===== config.mk =====
export PLATFORM = sky130hd
export DESIGN_NAME = spi_phy
export DESIGN_NICKNAME = d
export VERILOG_FILES = /design/src/spi_pkg.sv /design/src/spi_clkgen.sv /design/src/spi_pin_sync.sv /design/src/spi_shift.sv /design/src/spi_ctrl.sv /design/src/spi_phy.sv
export SDC_FILE = /design/constraint.sdc
export NUM_CORES = 1
export LEC_CHECK = 0
export ABC_AREA = 1
export BUFFER_PORTS_ARGS = -buffer_cell sky130_fd_sc_hd__buf_4
export CAP_MARGIN = 15
export CORE_MARGIN = 2
export CORE_UTILIZATION = 30
export DETAILED_ROUTE_END_ITERATION = 10
export HOLD_SLACK_MARGIN = 0.05
export PLACE_DENSITY_LB_ADDON = 0.1
export SETUP_SLACK_MARGIN = 0.1
export SYNTH_ARGS = -nofsm -noshare
export SYNTH_HDL_FRONTEND = slang
export SYNTH_SLANG_ARGS = --single-unit

===== constraint.sdc =====
create_clock -name seq -period 2.4 [get_ports seq]
set_clock_uncertainty 0.05 [all_clocks]
set_input_delay 0.24 -clock seq [delete_from_list [all_inputs] [get_ports seq]]
set_output_delay 0.24 -clock seq [all_outputs]
set_load 0.03 [all_outputs]

===== src/spi_pkg.sv =====
package spi_pkg;

    // ------------------------------------------------------------------
    // widths
    // ------------------------------------------------------------------
    localparam int DATA_WIDTH = 16;
    localparam int DIV_WIDTH  = 16;
    localparam int CNT_WIDTH  = $clog2(DATA_WIDTH) + 1;   // holds 0..DATA_WIDTH

    typedef logic [DATA_WIDTH-1:0] data_t;
    typedef logic [DIV_WIDTH-1:0]  div_t;    // half period minus one, in seq cycles
    typedef logic [3:0]            len_t;    // zero encodes a full 16-bit frame
    typedef logic [CNT_WIDTH-1:0]  cnt_t;

    // ------------------------------------------------------------------
    // configuration and pads
    // ------------------------------------------------------------------
    typedef struct packed {
        logic tx_enable;
        logic rx_enable;
        logic master;        // 1 = drive sclk and ss_n
        logic cpol;          // idle level of sclk
        logic cpha;
        logic lsb_first;
        len_t data_length;
        div_t baud_div;
    } spi_cfg_t;

    typedef struct packed {
        logic sclk;
        logic mosi;
        logic miso;
        logic ss_n;
    } spi_pad_in_t;

    typedef struct packed {
        logic sclk;
        logic mosi;
        logic miso;
        logic ss_n;
        logic sclk_oe;
        logic mosi_oe;
        logic miso_oe;
        logic ss_n_oe;
    } spi_pad_out_t;

    // single cycle event pulses
    typedef struct packed {
        logic lead;     // sclk leaves the idle level
        logic trail;    // sclk returns to the idle level
        logic sel;      // ss_n falls
        logic desel;    // ss_n rises
    } spi_edge_t;

    typedef enum logic [2:0] {
        idle,
        select,
        xfer,
        finish,
        hold,
        paused
    } spi_state_e;

    // number of bits in a frame
    function automatic cnt_t frame_bits(input len_t len);
        return (len == '0) ? cnt_t'(DATA_WIDTH) : cnt_t'(len);
    endfunction

endpackage


===== src/spi_clkgen.sv =====
module spi_clkgen (
    input  logic               seq,
    input  logic               rst_n,
    input  logic               run,
    input  logic               cpol,
    input  spi_pkg::div_t      baud_div,
    output logic               sclk,
    output spi_pkg::spi_edge_t clk_edge
);

    spi_pkg::div_t cnt;
    logic          expire;

    assign expire = run && (cnt == '0);

    // first toggle comes one full half period after run rises
    always_ff @(posedge seq or negedge rst_n) begin
        if (!rst_n) begin
            cnt  <= '0;
            sclk <= 1'b0;
        end else if (!run) begin
            cnt  <= baud_div;
            sclk <= cpol;              // park at idle level
        end else if (expire) begin
            cnt  <= baud_div;
            sclk <= ~sclk;
        end else begin
            cnt <= cnt - 1'b1;
        end
    end

    // pulse lines up with the cycle before sclk changes
    always_comb begin
        clk_edge       = '0;
        clk_edge.lead  = expire && (sclk == cpol);
        clk_edge.trail = expire && (sclk != cpol);
    end

endmodule


===== src/spi_pin_sync.sv =====
module spi_pin_sync (
    input  logic                 seq,
    input  logic                 rst_n,
    input  spi_pkg::spi_pad_in_t pad_in,
    input  logic                 cpol,
    output spi_pkg::spi_edge_t   pin_edge,
    output logic                 mosi_sync
);

    // [0],[1] synchronizer, [2] delay flop for edge detection
    logic [2:0] sclk_q;
    logic [2:0] mosi_q;
    logic [2:0] ss_q;

    always_ff @(posedge seq or negedge rst_n) begin
        if (!rst_n) begin
            sclk_q <= '0;
            mosi_q <= '0;
            ss_q   <= '1;                  // deselected
        end else begin
            sclk_q <= {sclk_q[1:0], pad_in.sclk};
            mosi_q <= {mosi_q[1:0], pad_in.mosi};
            ss_q   <= {ss_q[1:0], pad_in.ss_n};
        end
    end

    always_comb begin
        pin_edge.lead  = (sclk_q[1] != cpol) && (sclk_q[2] == cpol);
        pin_edge.trail = (sclk_q[1] == cpol) && (sclk_q[2] != cpol);
        pin_edge.sel   = !ss_q[1] && ss_q[2];
        pin_edge.desel = ss_q[1] && !ss_q[2];
    end

    assign mosi_sync = mosi_q[2];      // same delay as the edge pulses

endmodule


===== src/spi_shift.sv =====
module spi_shift (
    input  logic           seq,
    input  logic           rst_n,
    input  logic           load,
    input  spi_pkg::data_t tx_word,
    input  logic           shift_out,
    input  logic           sample_in,
    input  logic           rx_bit,
    input  logic           lsb_first,
    input  spi_pkg::len_t  data_length,
    output logic           tx_bit,
    output spi_pkg::data_t rx_word
);

    localparam int W = spi_pkg::DATA_WIDTH;

    spi_pkg::cnt_t  nbits;
    spi_pkg::data_t len_mask;
    spi_pkg::data_t tx_sr;
    spi_pkg::data_t rx_next;

    assign nbits    = spi_pkg::frame_bits(data_length);
    assign len_mask = spi_pkg::data_t'('1) >> (W - nbits);

    // ------------------------------------------------------------------
    // transmit
    // ------------------------------------------------------------------
    // msb first keeps the first bit at the top, lsb first at the bottom
    always_ff @(posedge seq or negedge rst_n) begin
        if (!rst_n) begin
            tx_sr <= '0;
        end else if (load) begin
            if (lsb_first) begin
                tx_sr <= tx_word;
            end else begin
                tx_sr <= tx_word << (W - nbits);
            end
        end else if (shift_out) begin
            if (lsb_first) begin
                tx_sr <= tx_sr >> 1;
            end else begin
                tx_sr <= tx_sr << 1;
            end
        end
    end

    assign tx_bit = lsb_first ? tx_sr[0] : tx_sr[W-1];

    // ------------------------------------------------------------------
    // receive
    // ------------------------------------------------------------------
    // old content falls off after nbits samples
    always_comb begin
        if (lsb_first) begin
            rx_next = ((rx_word >> 1) & (len_mask >> 1))
                    | (spi_pkg::data_t'(rx_bit) << (nbits - 1'b1));
        end else begin
            rx_next = ((rx_word << 1) | spi_pkg::data_t'(rx_bit)) & len_mask;
        end
    end

    always_ff @(posedge seq or negedge rst_n) begin
        if (!rst_n) begin
            rx_word <= '0;
        end else if (sample_in) begin
            rx_word <= rx_next;
        end
    end

endmodule


===== src/spi_ctrl.sv =====
module spi_ctrl (
    input  logic               seq,
    input  logic               rst_n,
    input  spi_pkg::spi_cfg_t  cfg,
    input  logic               tx_valid,
    input  logic               rx_ready,
    input  logic               pause_req,
    input  spi_pkg::spi_edge_t clk_edge,
    input  spi_pkg::spi_edge_t pin_edge,
    output logic               tx_ready,
    output logic               rx_valid,
    output logic               pause_ack,
    output logic               clk_run,
    output logic               load,
    output logic               shift_out,
    output logic               sample_in,
    output logic               ss_n,
    output logic               active
);

    spi_pkg::spi_state_e state;
    spi_pkg::cnt_t       bit_cnt;      // sample edges seen this frame
    spi_pkg::cnt_t       nbits;
    spi_pkg::div_t       half_cnt;
    logic                drop;         // slave frame met a full rx word
    logic                idle_free;
    logic                start_m;
    logic                start_s;
    logic                in_frame;
    logic                lead;
    logic                trail;
    logic                sample_edge;
    logic                shift_edge;
    logic                last_sample;
    logic                done;

    assign nbits    = spi_pkg::frame_bits(cfg.data_length);
    assign in_frame = (state == spi_pkg::select) || (state == spi_pkg::xfer);

    // ------------------------------------------------------------------
    // frame start and streams
    // ------------------------------------------------------------------
    assign idle_free = (state == spi_pkg::idle) && !pause_req;
    assign start_m   = idle_free && cfg.master && cfg.tx_enable && !rx_valid && tx_valid;
    assign start_s   = idle_free && active && !cfg.master && pin_edge.sel;

    // slave takes a word only at the select edge
    assign tx_ready  = idle_free && cfg.tx_enable && (cfg.master ? !rx_valid : pin_edge.sel);
    assign load      = start_m || start_s;
    assign pause_ack = (state == spi_pkg::paused);
    assign clk_run   = cfg.master && in_frame;

    // ------------------------------------------------------------------
    // edge mapping
    // ------------------------------------------------------------------
    assign lead  = cfg.master ? clk_edge.lead  : pin_edge.lead;
    assign trail = cfg.master ? clk_edge.trail : pin_edge.trail;

    assign sample_edge = in_frame && (cfg.cpha ? trail : lead);
    assign shift_edge  = in_frame && (cfg.cpha ? lead : trail);
    assign sample_in   = sample_edge && !drop;
    // cpha 1 presents the first bit at load, so the first lead is skipped
    assign shift_out   = shift_edge && !(cfg.cpha && (bit_cnt == '0));
    assign last_sample = sample_edge && (bit_cnt == nbits - 1'b1);

    always_comb begin
        if (cfg.master) begin
            done = in_frame && trail && (cfg.cpha ? last_sample : (bit_cnt == nbits));
        end else begin
            done = in_frame && (pin_edge.desel || last_sample);
        end
    end

    // ------------------------------------------------------------------
    // frame FSM
    // ------------------------------------------------------------------
    always_ff @(posedge seq or negedge rst_n) begin
        if (!rst_n) begin
            state    <= spi_pkg::idle;
            ss_n     <= 1'b1;
            rx_valid <= 1'b0;
            bit_cnt  <= '0;
            half_cnt <= '0;
            drop     <= 1'b0;
            active   <= 1'b0;
        end else begin
            if (rx_valid && rx_ready) begin
                rx_valid <= 1'b0;
            end
            if (sample_edge) begin
                bit_cnt <= bit_cnt + 1'b1;
            end
            if (state == spi_pkg::paused) begin
                active <= 1'b1;                    // config taken at least once
            end

            case (state)
                spi_pkg::idle: begin
                    if (pause_req) begin
                        state <= spi_pkg::paused;
                    end else if (start_m) begin
                        state   <= spi_pkg::select;
                        ss_n    <= 1'b0;
                        bit_cnt <= '0;
                        drop    <= 1'b0;
                    end else if (start_s) begin
                        state   <= spi_pkg::xfer;
                        ss_n    <= 1'b0;
                        bit_cnt <= '0;
                        drop    <= rx_valid;
                    end
                end

                spi_pkg::select, spi_pkg::xfer: begin
                    if (done) begin
                        if (cfg.master) begin
                            state    <= spi_pkg::finish;
                            half_cnt <= cfg.baud_div;
                        end else begin
                            state <= spi_pkg::idle;
                            ss_n  <= 1'b1;
                            if (!drop) begin
                                rx_valid <= cfg.rx_enable;
                            end
                        end
                    end else if (lead) begin
                        state <= spi_pkg::xfer;        // setup half is over
                    end
                end

                // last clock half, select still low
                spi_pkg::finish: begin
                    if (half_cnt == '0) begin
                        state    <= spi_pkg::hold;
                        ss_n     <= 1'b1;
                        half_cnt <= cfg.baud_div;
                    end else begin
                        half_cnt <= half_cnt - 1'b1;
                    end
                end

                spi_pkg::hold: begin
                    if (half_cnt == '0) begin
                        state    <= spi_pkg::idle;
                        rx_valid <= cfg.rx_enable;
                    end else begin
                        half_cnt <= half_cnt - 1'b1;
                    end
                end

                spi_pkg::paused: begin
                    if (!pause_req) begin
                        state <= spi_pkg::idle;
                    end
                end

                default: state <= spi_pkg::idle;
            endcase
        end
    end

endmodule


===== src/spi_phy.sv =====
module spi_phy (
    input  logic                  seq,
    input  logic                  rst_n,
    input  spi_pkg::spi_cfg_t     cfg,
    input  spi_pkg::data_t        tx_data,
    input  logic                  tx_valid,
    output logic                  tx_ready,
    output spi_pkg::data_t        rx_data,
    output logic                  rx_valid,
    input  logic                  rx_ready,
    input  logic                  pause_req,
    output logic                  pause_ack,
    input  spi_pkg::spi_pad_in_t  pad_in,
    output spi_pkg::spi_pad_out_t pad_out
);

    spi_pkg::spi_cfg_t  cfg_q;
    spi_pkg::spi_edge_t clk_edge;
    spi_pkg::spi_edge_t pin_edge;
    spi_pkg::data_t     tx_word;
    spi_pkg::data_t     rx_word;
    logic               clk_run;
    logic               load;
    logic               shift_out;
    logic               sample_in;
    logic               ss_n;
    logic               active;
    logic               sclk;
    logic               mosi_sync;
    logic               tx_bit;
    logic               rx_bit;

    // config only follows the input while paused
    always_ff @(posedge seq or negedge rst_n) begin
        if (!rst_n) begin
            cfg_q <= '0;
        end else if (pause_ack) begin
            cfg_q <= cfg;
        end
    end

    assign tx_word = (tx_valid && tx_ready) ? tx_data : '0;   // zeros when nothing queued
    assign rx_bit  = cfg_q.master ? pad_in.miso : mosi_sync;
    assign rx_data = rx_word;

    spi_ctrl u_ctrl (
        .seq       (seq),
        .rst_n     (rst_n),
        .cfg       (cfg_q),
        .tx_valid  (tx_valid),
        .rx_ready  (rx_ready),
        .pause_req (pause_req),
        .clk_edge  (clk_edge),
        .pin_edge  (pin_edge),
        .tx_ready  (tx_ready),
        .rx_valid  (rx_valid),
        .pause_ack (pause_ack),
        .clk_run   (clk_run),
        .load      (load),
        .shift_out (shift_out),
        .sample_in (sample_in),
        .ss_n      (ss_n),
        .active    (active)
    );

    spi_clkgen u_clkgen (
        .seq      (seq),
        .rst_n    (rst_n),
        .run      (clk_run),
        .cpol     (cfg_q.cpol),
        .baud_div (cfg_q.baud_div),
        .sclk     (sclk),
        .clk_edge (clk_edge)
    );

    spi_pin_sync u_pin_sync (
        .seq       (seq),
        .rst_n     (rst_n),
        .pad_in    (pad_in),
        .cpol      (cfg_q.cpol),
        .pin_edge  (pin_edge),
        .mosi_sync (mosi_sync)
    );

    spi_shift u_shift (
        .seq         (seq),
        .rst_n       (rst_n),
        .load        (load),
        .tx_word     (tx_word),
        .shift_out   (shift_out),
        .sample_in   (sample_in),
        .rx_bit      (rx_bit),
        .lsb_first   (cfg_q.lsb_first),
        .data_length (cfg_q.data_length),
        .tx_bit      (tx_bit),
        .rx_word     (rx_word)
    );

    // ------------------------------------------------------------------
    // pads
    // ------------------------------------------------------------------
    always_comb begin
        pad_out.sclk    = sclk;
        pad_out.mosi    = tx_bit;
        pad_out.miso    = tx_bit;
        pad_out.ss_n    = ss_n;
        pad_out.sclk_oe = active && cfg_q.master;
        pad_out.mosi_oe = active && cfg_q.master;
        pad_out.ss_n_oe = active && cfg_q.master;
        pad_out.miso_oe = active && !cfg_q.master && !ss_n;   // slave drives only when selected
    end

endmodule


==> results.sh, run 1 <==
export IMPL_clockBufferDepth=2
export IMPL_crit_start="u_pin_sync.ss_q[2]"
export IMPL_crit_path_end="u_shift.tx_sr[6]"
export IMPL_synth_nets=1167
export IMPL_ios=78
export IMPL_firstDrtPassIters=5
export IMPL_crit_type="reg2reg"
export IMPL_setup_violations_final=0
export IMPL_synth_common_cells="nand2_1 (380), inv_1 (109), dfrtp_1 (108)"
export IMPL_first_global_vias=7327
export IMPL_synth_area_mm2=0.00753
export IMPL_dieArea_mm2=0.0264
export IMPL_period_share_pct=94.7
export IMPL_track_usage_pct=18.8
export IMPL_slew_headroom_pct=64.2
export IMPL_synth_top_area_cell="dfrtp_1"
export IMPL_finalPower_mw=3.88
export IMPL_synthTopCellsByArea="dfrtp_1 (36%), nand2_1 (19%), o21ai_0 (6.1%)"
export IMPL_initial_utilization_pct=30.8
export IMPL_drive_above_1_share_pct=27.5
export IMPL_fp_coreArea_mm2=0.0245
export IMPL_grt_pass1_wl_um=39000
export IMPL_route_detailed_drc=0
export IMPL_cts_max_level=3
export IMPL_drt_initial_drc_count=396
export IMPL_cts_buffers=9
export IMPL_post_synth_top_count_cell="nand2_1"
export IMPL_diodes=0
export IMPL_critPathRequiredTime_ns=2.66
export IMPL_ys_seq_area_share_pct=37.3
export IMPL_max_cap_violations=0
export IMPL_core_rowCount=57
export IMPL_r2r_start="u_pin_sync.ss_q[2]"
export IMPL_place_ws_ns=0.0425
export IMPL_tightest_slew_ns=0.537
export IMPL_die_w_um=162
export IMPL_path_clk_slew_ns=0.08
export IMPL_cp_start_kind="register"
export IMPL_hpwl_um=18200
export IMPL_min_period_ns=2.27
export IMPL_hold_viol_final=0
export IMPL_worst_slack_ns=0.127
export IMPL_syn_to_final_growth_pct=35.1
export IMPL_postRouteAntennaNets=0
export IMPL_grt_max_degree=44
export IMPL_gp_congestion=0.852
export IMPL_rrSetupSlack_ns=0.13
export IMPL_final_area_mm2=0.0102
export IMPL_synth_flop_cell="dfrtp_1"
export IMPL_status="completed"
export IMPL_slew_viol_final=0
export IMPL_synthesis_instances=1108
export IMPL_synth_area_per_cell_um2=6.80
export IMPL_r2r_end="u_shift.tx_sr[6]"
export IMPL_cts_sinks=112
export IMPL_leakagePower_nw=4.85
export IMPL_root_buffer="clkbuf_16"
export IMPL_grt_overflow=0
export IMPL_fp_dieH_um=162
export IMPL_worstSkewPairLatency_ns=0.38
export IMPL_path_max_fanout=6
export IMPL_rr_worst_depth=14
export IMPL_vias=7541
export IMPL_antenna_found_initial=0
export IMPL_async_flop_share_pct=100
export IMPL_wl_per_cell_um=15.4
export IMPL_rsz0062_at_grt="true"
export IMPL_ys_warn_count=0
export IMPL_synth_seq_cells=112
export IMPL_io_buffers=77
export IMPL_synth_edff_count=0
export IMPL_wl_um=24600
export IMPL_fmax_mhz=440
export IMPL_power_density_mw_per_mm2=382
export IMPL_cts_tree="built"
export IMPL_ir_drop_mv=0.302
export IMPL_critical_path_endpoint_type="register"
export IMPL_holdCritPathClass="in2reg"
export IMPL_via_per_inst=4.74
export IMPL_arrival_ns=2.53
export IMPL_post_dp_cell_area_mm2=0.00878
export IMPL_nets=1321
export IMPL_synth_distinct_cells=52
export IMPL_synth_top_area_share_pct=35.9
-- worst min path at each step --
stage	endpoint	slack, ns	from	cells past startpoint
6_report	cfg_q[21]	0.06	cfg[21]	3
5_1_grt	cfg_q[25]	0.08	cfg[25]	3
4_1_cts	cfg_q[21]	0.05	cfg[21]	3
3_5_place_dp	u_shift.rx_word[8]	0.21	rst_n	1
3_3_place_gp	u_shift.rx_word[2]	0.22	rst_n	1
2_1_floorplan	cfg_q[0]	-0.11	rst_n	0
-- stage by stage --
stage / hold slack, ns / utilization [%] / cells / TNS, ns
2_1_floorplan: -0.106 / - / 1108 / 0
3_3_place_gp: 0.215 / 35.9 / 1524 / 0
3_5_place_dp: 0.212 / 35.9 / 1524 / 0
4_1_cts: 0.0511 / 38.6 / 1571 / 0
5_1_grt: 0.0780 / 41.6 / 1591 / -0.225
6_report: 0.0601 / 41.6 / 1591 / 0
-- cell families (layout without fill, tap and decap cells) --
group / count (synthesis) / count (layout) / synth area share (%)
simple gates: 605 / 607 / 34.5
compound gates: 183 / 183 / 13.9
buf+inv: 168 / 325 / 9.28
flops: 112 / 112 / 37.3
xor+xnor: 31 / 31 / 3.60
fa+ha+maj: 8 / 8 / 1.33
mux: 1 / 1 / 0.133
-- flip-flops by register name, indices dropped and copies added (netlist names) --
signal,cells
cfg_q,26
u_clkgen.cnt,16
u_clkgen.sclk,1
u_ctrl.active,1
u_ctrl.bit_cnt,5
u_ctrl.drop,1
u_ctrl.half_cnt,16
u_ctrl.rx_valid,1
u_ctrl.ss_n,1
u_ctrl.state,3
u_pin_sync.mosi_q,3
u_pin_sync.sclk_q,3
u_pin_sync.ss_q,3
u_shift.rx_word,16
u_shift.tx_sr,16
-- report_power, final --
part	switching, mW	total, mW	internal [mW]
sequential	0.0278	1.95	1.92
combinational	0.153	0.292	0.139
clock	0.880	1.64	0.761
total	1.06	3.88	2.82
-- routing by layer --
metal	vias up	GRT usage, %	part of all wire [%]
met5	-	0	0
met4	0	4.83	1.4
met3	26	2.55	3.2
met2	157	33.9	52
met1	3493	23.6	44
li1	3865	-	-
-- layout make-up --
class                           instances  area, µm²
Inverter                              123        478
Timing Repair Buffer                  186       1600
Multi-Input combinational cell        830       4570
Fill cell                            2609      14300
Sequential cell                       112       2810
Tap cell                              324        405
Clock buffer                            9        225
Clock inverter                          7       88.8
-- cell usage in the layout (no fill, tap or decap), types with 4 or more instances in the layout --
cell type / count
o21ai_1: 13
buf_4: 142
nor3_2: 6
dfstp_2: 4
inv_1: 105
a21oi_2: 7
buf_12: 8
o211ai_1: 6
nand2_2: 45
inv_2: 12
o21ai_0: 84
nor2_2: 14
o21ai_2: 13
a22oi_1: 5
buf_6: 8
nand2_4: 4
a31oi_1: 6
nand3_1: 49
ha_1: 6
nor3_1: 7
xor2_1: 19
nand2_1: 341
a21oi_1: 27
dlygate4sd3_1: 28
nor2_4: 18
nor2_1: 67
clkbuf_16: 9
nand3_2: 27
nand4_1: 9
o22ai_1: 6
xnor2_1: 12
dfrtp_1: 105
-- critical path: stages (launching register included) --
cell and delay [ns]:
dfstp_2 0.53, inv_2 0.03, or2_4 0.25, o21ai_4 0.18
nand2_4 0.15, nor2_4 0.11, buf_6 0.11, nand2_1 0.05
nand2_2 0.09, nand2_2 0.05, o21ai_2 0.08, nand2_1 0.11
a21oi_2 0.16, o21ai_0 0.14, nand2_1 0.10
-- what timing repair did --
| action | in CTS | in global routing |
|---|---|---|
| gates resized for setup | 13 | 146 |
| endpoints found under the setup margin | 25 | 56 |
| hold endpoints to repair | 58 | 0 |
| pin swaps | 3 | 44 |
| hold buffers | 28 | 0 |
| buffers inserted | 3 | 18 |
| gates cloned | 0 | 2 |
Note: power is estimated with default switching activity, not from simulation.
==> inputs of run 2 (changes only) <==
--- a/config.mk
+++ b/config.mk
@@ -8,7 +8,7 @@
 export ABC_AREA = 1
 export BUFFER_PORTS_ARGS = -buffer_cell sky130_fd_sc_hd__buf_4
 export CAP_MARGIN = 15
-export CORE_MARGIN = 2
+export CORE_MARGIN = 1.5
 export CORE_UTILIZATION = 30
 export DETAILED_ROUTE_END_ITERATION = 10
 export HOLD_SLACK_MARGIN = 0.05
==> results.sh, run 2 (synthesis gave the netlist of run 1 again) <==
export IMPL_status="completed"
export IMPL_tightest_slew_ns=0.703
export IMPL_hold_viol_final=0
export IMPL_path_clk_slew_ns=0.09
export IMPL_critical_path_endpoint_type="register"
export IMPL_ios=78
export IMPL_fp_coreArea_mm2=0.0245
export IMPL_whs_ns=0.122
export IMPL_largest_register="cfg_q"
export IMPL_first_global_vias=7287
export IMPL_setup_violations_final=0
export IMPL_grt_pass1_wl_um=38400
export IMPL_core_rowCount=57
export IMPL_syn_to_final_growth_pct=34.3
export IMPL_worstSkewPairLatency_ns=0.37
export IMPL_wl_um=24100
export IMPL_layout_cells_non_filler=1595
export IMPL_root_buffer="clkbuf_16"
export IMPL_grt_max_degree=113
export IMPL_final_area_mm2=0.0101
export IMPL_crit_type="reg2reg"
export IMPL_vias=7499
export IMPL_firstDrtPassIters=7
export IMPL_arrival_ns=2.50
export IMPL_period_share_pct=95.4
export IMPL_cts_sinks=112
export IMPL_cts_tree="built"
export IMPL_initial_utilization_pct=30.8
export IMPL_final_util_pct=41.3
export IMPL_holdCritPathClass="in2reg"
export IMPL_max_cap_violations=0
export IMPL_path_max_fanout=7
export IMPL_antenna_found_initial=0
export IMPL_rsz0062_at_grt="true"
export IMPL_fp_dieH_um=161
export IMPL_leakagePower_nw=4.84
export IMPL_via_per_inst=4.70
export IMPL_drt_initial_drc_count=439
export IMPL_layout_commonest_cell="nand2_1"
export IMPL_clockBufferDepth=2
export IMPL_critPathRequiredTime_ns=2.61
export IMPL_power_density_mw_per_mm2=384
export IMPL_largest_reg_flops=26
export IMPL_dieArea_mm2=0.0261
export IMPL_placed_cells=1527
export IMPL_cts_buffers=9
export IMPL_cp_start_kind="register"
export IMPL_gp_congestion=0.918
export IMPL_nets=1325
export IMPL_slew_headroom_pct=52.9
export IMPL_hpwl_um=17600
export IMPL_fmax_mhz=437
export IMPL_postRouteAntennaNets=0
export IMPL_post_dp_cell_area_mm2=0.00881
export IMPL_die_w_um=161
export IMPL_route_detailed_drc=0
export IMPL_diodes=0
export IMPL_drive_above_1_share_pct=26.6
export IMPL_ir_drop_mv=0.342
export IMPL_wl_per_cell_um=15.1
export IMPL_cts_max_level=3
export IMPL_grt_overflow=0
export IMPL_min_period_ns=2.29
export IMPL_io_buffers=77
export IMPL_layout_common_cells="nand2_1 (339), buf_4 (148), dfrtp_1 (107)"
export IMPL_slew_viol_final=0
export IMPL_track_usage_pct=18.6
run 2: cell count changes in the layout (fill, tap and decap cells not counted), sizes merged:
cell | previous run | this run
dlygate4sd3 | 28 | 30
buf | 158 | 159
nand2 | 393 | 394
run 2: repair_timing:
| action | 4_1_cts | 5_1_grt |
|---|---|---|
| endpoints found under the setup margin | 25 | 55 |
| setup buffers | 3 | 16 |
| resized for setup | 17 | 121 |
| gates cloned | 2 | 1 |
| pin swaps | 9 | 58 |
| hold endpoints to repair | 137 | 0 |
| hold buffers | 30 | 0 |
run 2: final timing paths:
| kind | from | end | slack [ns] | cells after the start |
|---|---|---|---|---|
| max in group asynchronous | rst_n | u_shift.tx_sr[3] | 1.33 | 3 |
| worst max register to register | cfg_q[17] | u_ctrl.half_cnt[4] | 0.11 | 18 |
| min in group asynchronous | rst_n | u_shift.rx_word[1] | 0.40 | 3 |
| worst min-delay path | pause_req | u_ctrl.state[2] | 0.12 | 3 |
| worst min register to register | u_pin_sync.sclk_q[0] | u_pin_sync.sclk_q[1] | 0.30 | 0 |
| worst max-delay path | cfg_q[17] | u_ctrl.half_cnt[4] | 0.11 | 18 |
run 2: layout make-up:
| type | instances | area, µm² |
|---|---|---|
| Tap cell | 324 | 405 |
| Inverter | 123 | 479 |
| Clock buffer | 9 | 225 |
| Clock inverter | 7 | 96.3 |
| Timing Repair Buffer | 189 | 1590 |
| Fill cell | 2606 | 14300 |
| Multi-Input combinational cell | 831 | 4510 |
| Sequential cell | 112 | 2810 |
run 2: metrics by stage:
| step | power [mW] | setup TNS [ns] | setup slack (ns) |
|---|---|---|---|
| finish | 3.89 | 0 | 0.109 |
| global route | 4.05 | -2.33 | -0.166 |
| detailed placement | 2.23 | -0.429 | -0.0397 |
| floorplan | 2.07 | 0 | 0.153 |
| CTS | 3.95 | 0 | 0.0418 |
| global placement | 2.23 | -0.181 | -0.0336 |
run 2: critical path: stages, from the launching register on:
cell,delay [ns]
dfrtp_1,0.37
inv_2,0.07
ha_4,0.29
inv_2,0.04
nand2_1,0.05
nand2_1,0.04
nor2_1,0.09
nand3_1,0.08
nor2_1,0.10
nand2_1,0.07
nor2_2,0.11
nand4_1,0.14
nand2_1,0.11
nand2_2,0.08
nand3_4,0.15
buf_12,0.14
nand2_8,0.08
nand2_2,0.07
nand2_1,0.05
run 2: per-layer routing:
metal | global-route usage (%) | part of all wire [%] | vias to the layer above
met5 | 0 | 0 | -
met4 | 5.22 | 1.3 | 0
met3 | 2.41 | 3.2 | 23
met2 | 33.6 | 52 | 135
met1 | 23.1 | 44 | 3478
li1 | - | - | 3863
run 2: power by group:
| group | internal (mW) | leakage [nW] | switching [mW] | total, mW |
|---|---|---|---|---|
| registers | 1.92 | 1.23 | 0.0269 | 1.95 |
| logic | 0.137 | 3.46 | 0.148 | 0.285 |
| clock network | 0.773 | 0.156 | 0.878 | 1.65 |
| total | 2.83 | 4.84 | 1.05 | 3.89 |
